==> config.mk <==
export PLATFORM = sky130hd
export DESIGN_NAME = cpu_top
export DESIGN_NICKNAME = d
export VERILOG_FILES = /design/src/cpu_ctrl_pkg.sv /design/src/cpu_isa_pkg.sv /design/src/cpu_ctrl_if.sv /design/src/cpu_addr_gen.sv /design/src/cpu_alu_acc.sv /design/src/cpu_instr_reg.sv /design/src/cpu_sequencer.sv /design/src/cpu_top.sv
export VERILOG_INCLUDE_DIRS = /design/src /design/src/include
export SDC_FILE = /design/constraint.sdc
export NUM_CORES = 1
export LEC_CHECK = 0
export BUFFER_PORTS_ARGS = -buffer_cell sky130_fd_sc_hd__clkbuf_2
export CAP_MARGIN = 20
export CORE_ASPECT_RATIO = 1.5
export CORE_UTILIZATION = 53
export DETAILED_ROUTE_END_ITERATION = 7
export PLACE_DENSITY = 0.79
export SYNTH_ARGS = -nofsm -noshare
export SYNTH_HDL_FRONTEND = slang
export SYNTH_SLANG_ARGS = --single-unit
==> constraint.sdc <==
create_clock -name clk -period 2.2 [get_ports clk]
set_input_delay 0.44 -clock clk [delete_from_list [all_inputs] [get_ports clk]]
set_output_delay 0.44 -clock clk [all_outputs]
set_load 0.005 [all_outputs]
==> src/include/cpu_config.svh <==
`ifndef CPU_CONFIG_SVH
`define CPU_CONFIG_SVH

// byte address into the external memory
`define CPU_ADDR_W   13

`define CPU_DATA_W   8  // data bus and accumulator

// first fetch address
`define CPU_RESET_PC 0

`endif

==> src/cpu_ctrl_pkg.sv <==
`default_nettype none

package cpu_ctrl_pkg;

	// eight phases per instruction
	typedef enum logic [2:0] {
		PH_FETCH_HI  = 3'd0, // read high byte
		PH_FETCH_LO  = 3'd1, // read low byte, latch high
		PH_LOAD_LO   = 3'd2, // latch low byte
		PH_DECODE    = 3'd3, // opcode now stable
		PH_OPER_ADDR = 3'd4, // operand address on the bus
		PH_OPER_RD   = 3'd5, // operand read strobe
		PH_EXEC      = 3'd6, // alu latches read data
		PH_WRITE     = 3'd7  // acc, store, jump
	} phase_e;

endpackage

`default_nettype wire

==> src/cpu_isa_pkg.sv <==
`default_nettype none

package cpu_isa_pkg;

	localparam int OPC_W   = 3;  // opcode bits
	localparam int OPC_MSB = 15; // opcode sits at the top of the instruction

	// top three bits of the high instruction byte
	typedef enum logic [OPC_W-1:0] {
		NOP  = 3'd0, // no operation
		LDA  = 3'd1, // acc = mem[addr]
		STO  = 3'd2, // mem[addr] = acc
		ADD  = 3'd3, // acc = acc + mem[addr]
		NXOR = 3'd4, // acc = ~(acc ^ mem[addr])
		SFT  = 3'd5, // acc = rotl(mem[addr])
		SKP  = 3'd6, // skip next instruction
		NJMP = 3'd7  // pc = addr
	} opcode_e;

endpackage

`default_nettype wire

==> src/cpu_ctrl_if.sv <==
`timescale 1ns/1ps
`default_nettype none

interface cpu_ctrl_if;

	logic en_inc; // pc + 1
	logic ld_pc;  // pc <= operand address
	logic ld_ir;  // capture read byte into ir
	logic en_alu; // latch operand, compute
	logic ld_acc; // alu result into acc
	logic a_sel;  // 0 pc, 1 operand address
	logic rd;     // memory read strobe
	logic wr;     // memory write strobe

	// sequencer drives the whole word
	modport seq (
		output en_inc, ld_pc, ld_ir, en_alu, ld_acc, a_sel, rd, wr
	);

	modport addr (input en_inc, ld_pc, a_sel); // pc and address mux

	modport ir (input ld_ir); // instruction register

	modport alu (input en_alu, ld_acc); // alu and accumulator

endinterface

`default_nettype wire

==> src/cpu_addr_gen.sv <==
`timescale 1ns/1ps
`default_nettype none

`include "cpu_config.svh"

module cpu_addr_gen (
	input  logic                   clk,
	input  logic                   rst_n,
	input  logic [`CPU_ADDR_W-1:0] oper_addr, // jump target / operand
	cpu_ctrl_if.addr               ctrl,
	output logic [`CPU_ADDR_W-1:0] mem_addr
);

	logic [`CPU_ADDR_W-1:0] pc; // next fetch address

	always_ff @(posedge clk or negedge rst_n) begin
		if (!rst_n) begin
			pc <= `CPU_ADDR_W'(`CPU_RESET_PC);
		end else if (ctrl.ld_pc) begin
			pc <= oper_addr; // njmp
		end else if (ctrl.en_inc) begin
			pc <= pc + 1'b1; // fetch and skp, wraps at top of memory
		end
	end

	// address mux
	assign mem_addr = ctrl.a_sel ? oper_addr : pc;

endmodule

`default_nettype wire

==> src/cpu_alu_acc.sv <==
`timescale 1ns/1ps
`default_nettype none

`include "cpu_config.svh"

module cpu_alu_acc (
	input  logic                   clk,
	input  logic                   rst_n,
	input  cpu_isa_pkg::opcode_e   opcode,
	input  logic [`CPU_DATA_W-1:0] mem_rdata, // operand byte
	cpu_ctrl_if.alu                ctrl,
	output logic [`CPU_DATA_W-1:0] acc
);

	logic [`CPU_DATA_W-1:0] alu_res; // combinational result
	logic [`CPU_DATA_W-1:0] alu_q;   // result held until ld_acc

	always_comb begin
		case (opcode)
			cpu_isa_pkg::LDA:  alu_res = mem_rdata;
			cpu_isa_pkg::ADD:  alu_res = acc + mem_rdata; // carry dropped
			cpu_isa_pkg::NXOR: alu_res = ~(acc ^ mem_rdata);
			cpu_isa_pkg::SFT:  alu_res = {mem_rdata[`CPU_DATA_W-2:0],
					mem_rdata[`CPU_DATA_W-1]}; // rotate left by one
			default:           alu_res = acc; // no acc update on other opcodes
		endcase
	end

	// operand is on mem_rdata only during exec
	always_ff @(posedge clk) begin
		if (ctrl.en_alu) begin
			alu_q <= alu_res;
		end
	end

	always_ff @(posedge clk or negedge rst_n) begin
		if (!rst_n) begin
			acc <= '0;
		end else if (ctrl.ld_acc) begin
			acc <= alu_q; // one phase after the latch
		end
	end

endmodule

`default_nettype wire

==> src/cpu_instr_reg.sv <==
`timescale 1ns/1ps
`default_nettype none

`include "cpu_config.svh"

module cpu_instr_reg (
	input  logic                   clk,
	input  logic                   rst_n,
	input  logic [`CPU_DATA_W-1:0] mem_rdata,
	cpu_ctrl_if.ir                 ctrl,
	output cpu_isa_pkg::opcode_e   opcode,
	output logic [`CPU_ADDR_W-1:0] oper_addr
);

	logic [2*`CPU_DATA_W-1:0] ir;   // high byte arrives first
	logic                     byte_ptr; // 0 high half, 1 low half

	always_ff @(posedge clk or negedge rst_n) begin
		if (!rst_n) begin
			ir       <= '0; // nop
			byte_ptr <= 1'b0;
		end else if (ctrl.ld_ir) begin
			if (byte_ptr) begin
				ir[`CPU_DATA_W-1:0] <= mem_rdata;
			end else begin
				ir[2*`CPU_DATA_W-1:`CPU_DATA_W] <= mem_rdata;
			end
			byte_ptr <= !byte_ptr; // two loads per instruction
		end
	end

	// field split
	assign opcode    = cpu_isa_pkg::opcode_e'(ir[cpu_isa_pkg::OPC_MSB -: cpu_isa_pkg::OPC_W]);
	assign oper_addr = ir[`CPU_ADDR_W-1:0];

endmodule

`default_nettype wire

==> src/cpu_sequencer.sv <==
`timescale 1ns/1ps
`default_nettype none

module cpu_sequencer (
	input  logic                 clk,
	input  logic                 rst_n,
	input  cpu_isa_pkg::opcode_e opcode, // from instruction register
	cpu_ctrl_if.seq              ctrl
);

	cpu_ctrl_pkg::phase_e phase;

	logic fetch;     // phases 0 and 1
	logic alu_op;    // opcode reads an operand into acc
	logic rd_oper_q; // operand read, one phase after address
	logic ld_acc_q;  // acc write, one phase after exec

	// reset parks the counter on the last phase with a NOP in the ir,
	// so nothing strobes until the first clock moves it to phase 0
	always_ff @(posedge clk or negedge rst_n) begin
		if (!rst_n) begin
			phase <= cpu_ctrl_pkg::PH_WRITE;
		end else begin
			phase <= cpu_ctrl_pkg::phase_e'(phase + 3'd1); // wraps 7 -> 0
		end
	end

	assign fetch  = (phase == cpu_ctrl_pkg::PH_FETCH_HI) ||
			(phase == cpu_ctrl_pkg::PH_FETCH_LO);
	assign alu_op = (opcode == cpu_isa_pkg::LDA) || (opcode == cpu_isa_pkg::ADD) ||
			(opcode == cpu_isa_pkg::NXOR) || (opcode == cpu_isa_pkg::SFT);

	always_ff @(posedge clk or negedge rst_n) begin
		if (!rst_n) begin
			rd_oper_q <= 1'b0;
			ld_acc_q  <= 1'b0;
		end else begin
			rd_oper_q <= alu_op && (phase == cpu_ctrl_pkg::PH_OPER_ADDR); // high in phase 5
			ld_acc_q  <= alu_op && (phase == cpu_ctrl_pkg::PH_EXEC);      // high in phase 7
		end
	end

	// fetch reads two bytes at pc, pc + 1
	assign ctrl.rd    = fetch || rd_oper_q;
	assign ctrl.a_sel = !fetch; // operand address outside fetch

	// skp bumps pc twice more, past the next instruction
	assign ctrl.en_inc = fetch ||
			((opcode == cpu_isa_pkg::SKP) &&
			 ((phase == cpu_ctrl_pkg::PH_EXEC) || (phase == cpu_ctrl_pkg::PH_WRITE)));

	// read data lags rd by one clock
	assign ctrl.ld_ir = (phase == cpu_ctrl_pkg::PH_FETCH_LO) ||
			(phase == cpu_ctrl_pkg::PH_LOAD_LO);

	assign ctrl.en_alu = (phase == cpu_ctrl_pkg::PH_EXEC); // operand data valid here
	assign ctrl.ld_acc = ld_acc_q;

	assign ctrl.ld_pc = (opcode == cpu_isa_pkg::NJMP) && (phase == cpu_ctrl_pkg::PH_WRITE);
	assign ctrl.wr    = (opcode == cpu_isa_pkg::STO) && (phase == cpu_ctrl_pkg::PH_WRITE);

endmodule

`default_nettype wire

==> src/cpu_top.sv <==
`timescale 1ns/1ps
`default_nettype none

`include "cpu_config.svh"

module cpu_top (
	input  logic                   clk,
	input  logic                   rst_n,
	output logic [`CPU_ADDR_W-1:0] mem_addr,
	output logic                   mem_rd,    // read strobe, data next clock
	output logic                   mem_wr,    // write strobe
	output logic [`CPU_DATA_W-1:0] mem_wdata,
	input  logic [`CPU_DATA_W-1:0] mem_rdata
);

	cpu_isa_pkg::opcode_e   opcode;    // ir -> sequencer, alu
	logic [`CPU_ADDR_W-1:0] oper_addr; // ir -> address generator
	logic [`CPU_DATA_W-1:0] acc;

	cpu_ctrl_if ctrl ();

	cpu_sequencer u_seq (
		.clk    (clk),
		.rst_n  (rst_n),
		.opcode (opcode),
		.ctrl   (ctrl.seq)
	);

	cpu_addr_gen u_addr (
		.clk       (clk),
		.rst_n     (rst_n),
		.oper_addr (oper_addr),
		.ctrl      (ctrl.addr),
		.mem_addr  (mem_addr)
	);

	cpu_instr_reg u_ir (
		.clk       (clk),
		.rst_n     (rst_n),
		.mem_rdata (mem_rdata),
		.ctrl      (ctrl.ir),
		.opcode    (opcode),
		.oper_addr (oper_addr)
	);

	cpu_alu_acc u_alu (
		.clk       (clk),
		.rst_n     (rst_n),
		.opcode    (opcode),
		.mem_rdata (mem_rdata),
		.ctrl      (ctrl.alu),
		.acc       (acc)
	);

	assign mem_rd    = ctrl.rd;
	assign mem_wr    = ctrl.wr;
	assign mem_wdata = acc; // sto writes the accumulator

endmodule

`default_nettype wire
==> reports/qor.csv <==
stage,metric,value,unit
run_status,status,"complete, but fails checks",
run_status,failing checks,setup timing,
final_layout,Final #Nets,370,
clock_network,clock buffer count from CTS,5,
sta,Slew Limit Fails,0,
die,die area,6135,um^2
min_path,Hold Crit Class,input pin to asynchronous set/reset pin,
yosys,Netlist Area Pre-Place,3084,um^2
setup_path,R2R setup slack,0.02,ns
setup_path,Crit. End Element,primary output,
setup_path,worst-path maximum fanout,8,
placement,HPWL Detailed,5.024,mm
die,site row count,33,
clock_network,Longest Clk Path Bufs,2,
yosys,syn avg cell area,10.32,um^2
clock_network,clock-pin slew on the worst setup and hold paths,0.09,ns
route,DR pass1 iterations,4,
sta,Worst-Margin Slew,0.5243,ns
yosys,Netlist cell types,57,
pwr,maximum vdd ir drop,0.0004852,V
placement,cell area after placement,3391,um^2
sta,Fmax,0.4339,GHz
route,DRC,0,
route,post-DR wirelength/cell,18.10,um
global_route,largest net degree at the start of global routing,30,
pwr,Static Leak,1.590,nW
sta,RSZ-0062 raised after global routing,yes,
global_route,GR Util All Layers,26.10,%
route,vias per cell,6.134,
sta,worst setup margin,-0.1045,ns
sta,Fin. Hold Viols,0,
die,Top Ports,33,
sta,period utilization,104.8,%
sta,Rel. slew slack,65.05,%
clock_network,clk sink count,51,
global_route,first-pass GRT wire length,12.18,mm
global_route,initial antenna violation count,0,
clock_network,H-Tree Depth,2,
yosys,fraction of registers with async set/reset,84.31,%
sta,Final setup viols,13,
yosys,top_reg_cell synth,dfrtp_1,
run,maxcap violations,0,
sta,Final Skew,0.007919,ns
sta,Setup TNS Final,-1.149,ns
die,DIE WIDTH,64.29,um
final_layout,# diodes,0,
clock_network,Root Driver,clkbuf_8,
die,Initial Util,55.74,%
route,final wirelength,7.546,mm
die,die height,95.43,um
clock_network,Clock Latency Late Sink,0.30,ns
yosys,register bit total from synthesis,51,
clock_network,CTS tree,done,
yosys,synthesized net count,323,
yosys,post-synthesis sequential area ratio,42.80,%
pwr,pwr/cell area,775.7,nW/um^2
setup_path,CP Launch Type,flop,
final_layout,fin area,3692,um^2
setup_path,Critical Path RT,1.76,ns
global_route,global route overflow,0,
setup_path,crit path kind,flop to primary output,
yosys,Post-synth EDFFs,8,
final_layout,Fillers,443,
route,DRT antenna net count,0,
final_layout,final core occ,66.73,%
die,core area,5533,um^2
sta,Tmin final,2.305,ns
route,vias,2558,
placement,gp weighted congestion,0.8935,
placement,PortBufs,32,
yosys,cell count after synthesis,299,
global_route,vias in the first global route,2486,
setup_path,WP data arrival,1.86,ns
clock_network,hold_buf cts,0,
final_layout,Area Overhead vs Synth,19.72,%
yosys,YS warnings,0,
final_layout,layout cells sized above 1,34.58,%
route,initial drt markers,264,
cells in the mapped netlist (all sizes together) (7+ instances only):
cell | number | area, um^2
a21oi | 34 | 170.2
nand2b | 8 | 50.05
nor2 | 23 | 88.84
xnor2 | 8 | 70.07
nand2 | 21 | 86.33
ha | 13 | 162.7
dfrtp | 40 | 1001
nand4 | 7 | 50.05
buf | 7 | 41.29
edfxtp | 8 | 240.2
mux2 | 36 | 405.4
clkbuf | 8 | 30.03
o21ai | 16 | 83.83
worst paths after layout:
path | start | cells past startpoint | endpoint
worst min register to register | u_alu.alu_q[7] | 1 | u_alu.acc[7]
worst min-delay path | rst_n | 1 | u_addr.pc[6]
max in group asynchronous | rst_n | 2 | u_ir.ir[14]
min in group clk | mem_rdata[5] | 3 | u_ir.ir[13]
worst max-delay path | u_seq.phase[1] | 6 | mem_addr[5]
worst max register to register | u_seq.phase[1] | 9 | u_addr.pc[9]
kinds of logic after synthesis:
group           Yosys count  synth area share (%)
mux                      40                 14.44
xor+xnor                 14                 3.976
simple gates             77                 12.74
compound gates           82                 17.08
buf+inv                  21                 3.043
fa+ha+maj                14                 5.923
flops                    51                 42.80
worst max-delay path: stages (launching register included):
cell      delay [ns]
dfstp_2         0.57
inv_4           0.05
ha_4            0.16
o21bai_4        0.17
buf_8           0.17
mux2_4          0.31
buf_6           0.12
sequential cells by signal, summed over array words and instances, names as in the netlist:
register           count
u_seq.rd_oper_q        1
u_seq.phase            3
u_seq.ctrl.ld_acc      1
u_alu.alu_q            8
u_addr.pc             13
u_ir.byte_ptr          1
u_ir.ir               16
u_alu.acc              8
routing by layer:
metal | vias up | track usage, % | wire length (um)
met5 | - | 0 | 0
met2 | 84 | 45.61 | 3894
li1 | 1187 | - | -
met1 | 1266 | 31.87 | 3108
met3 | 21 | 3.589 | 330
met4 | 0 | 11.30 | 213
cells in the final DEF (no fill, tap or decap), drive strengths merged, types with 3 or more instances in the layout:
cell type / netlist / routed
o22ai: 4 / 4
and3: 3 / 3
o21ai: 16 / 16
xor2: 6 / 6
nand2: 21 / 21
mux2i: 4 / 4
o21bai: 3 / 3
nor3: 5 / 5
dfstp: 3 / 3
edfxtp: 8 / 8
xnor2: 8 / 8
ha: 13 / 13
a21oi: 34 / 34
clkbuf: 8 / 37
nor2: 23 / 23
dfrtp: 40 / 40
inv: 6 / 7
nand4: 7 / 7
nand3: 3 / 3
buf: 7 / 24
nand2b: 8 / 8
mux2: 36 / 36
stage by stage:
step	power, mW	cells	hold slack, ns	setup WS [ns]
floorplan	1.913	299	0.1444	0.04369
global placement	2.211	400	0.4409	-0.06547
detailed placement	2.260	400	0.4427	-0.1590
CTS	2.838	416	0.1106	-0.1344
global route	3.027	417	0.1191	-0.1745
finish	2.864	417	0.09045	-0.1045
cell type report:
| class | count | area (um^2) | share of cell area, % |
|---|---|---|---|
| clock buffer | 6 | 72.57 | 1.965 |
| clock inverter | 2 | 11.26 | 0.3050 |
| inverter | 6 | 25.02 | 0.6777 |
| multi-input combinational | 227 | 1808 | 48.97 |
| sequential | 51 | 1321 | 35.78 |
| tap | 70 | 87.58 | 2.372 |
| timing repair buffer | 55 | 366.6 | 9.929 |
power breakdown:
part	switching [mW]	total, mW	internal, mW
logic	0.472	1.03	0.560
clock network	0.310	0.534	0.224
registers	0.194	1.30	1.10
repair_timing:
item | in CTS | in global routing
buffers inserted | 7 | 3
resized for setup | 26 | 12
endpoints found under the hold margin | 0 | 0
pin swaps | 3 | 4
endpoints found under the setup margin | 14 | 22
cloned | 1 | 0
Note: power is estimated with default switching activity, not from simulation.
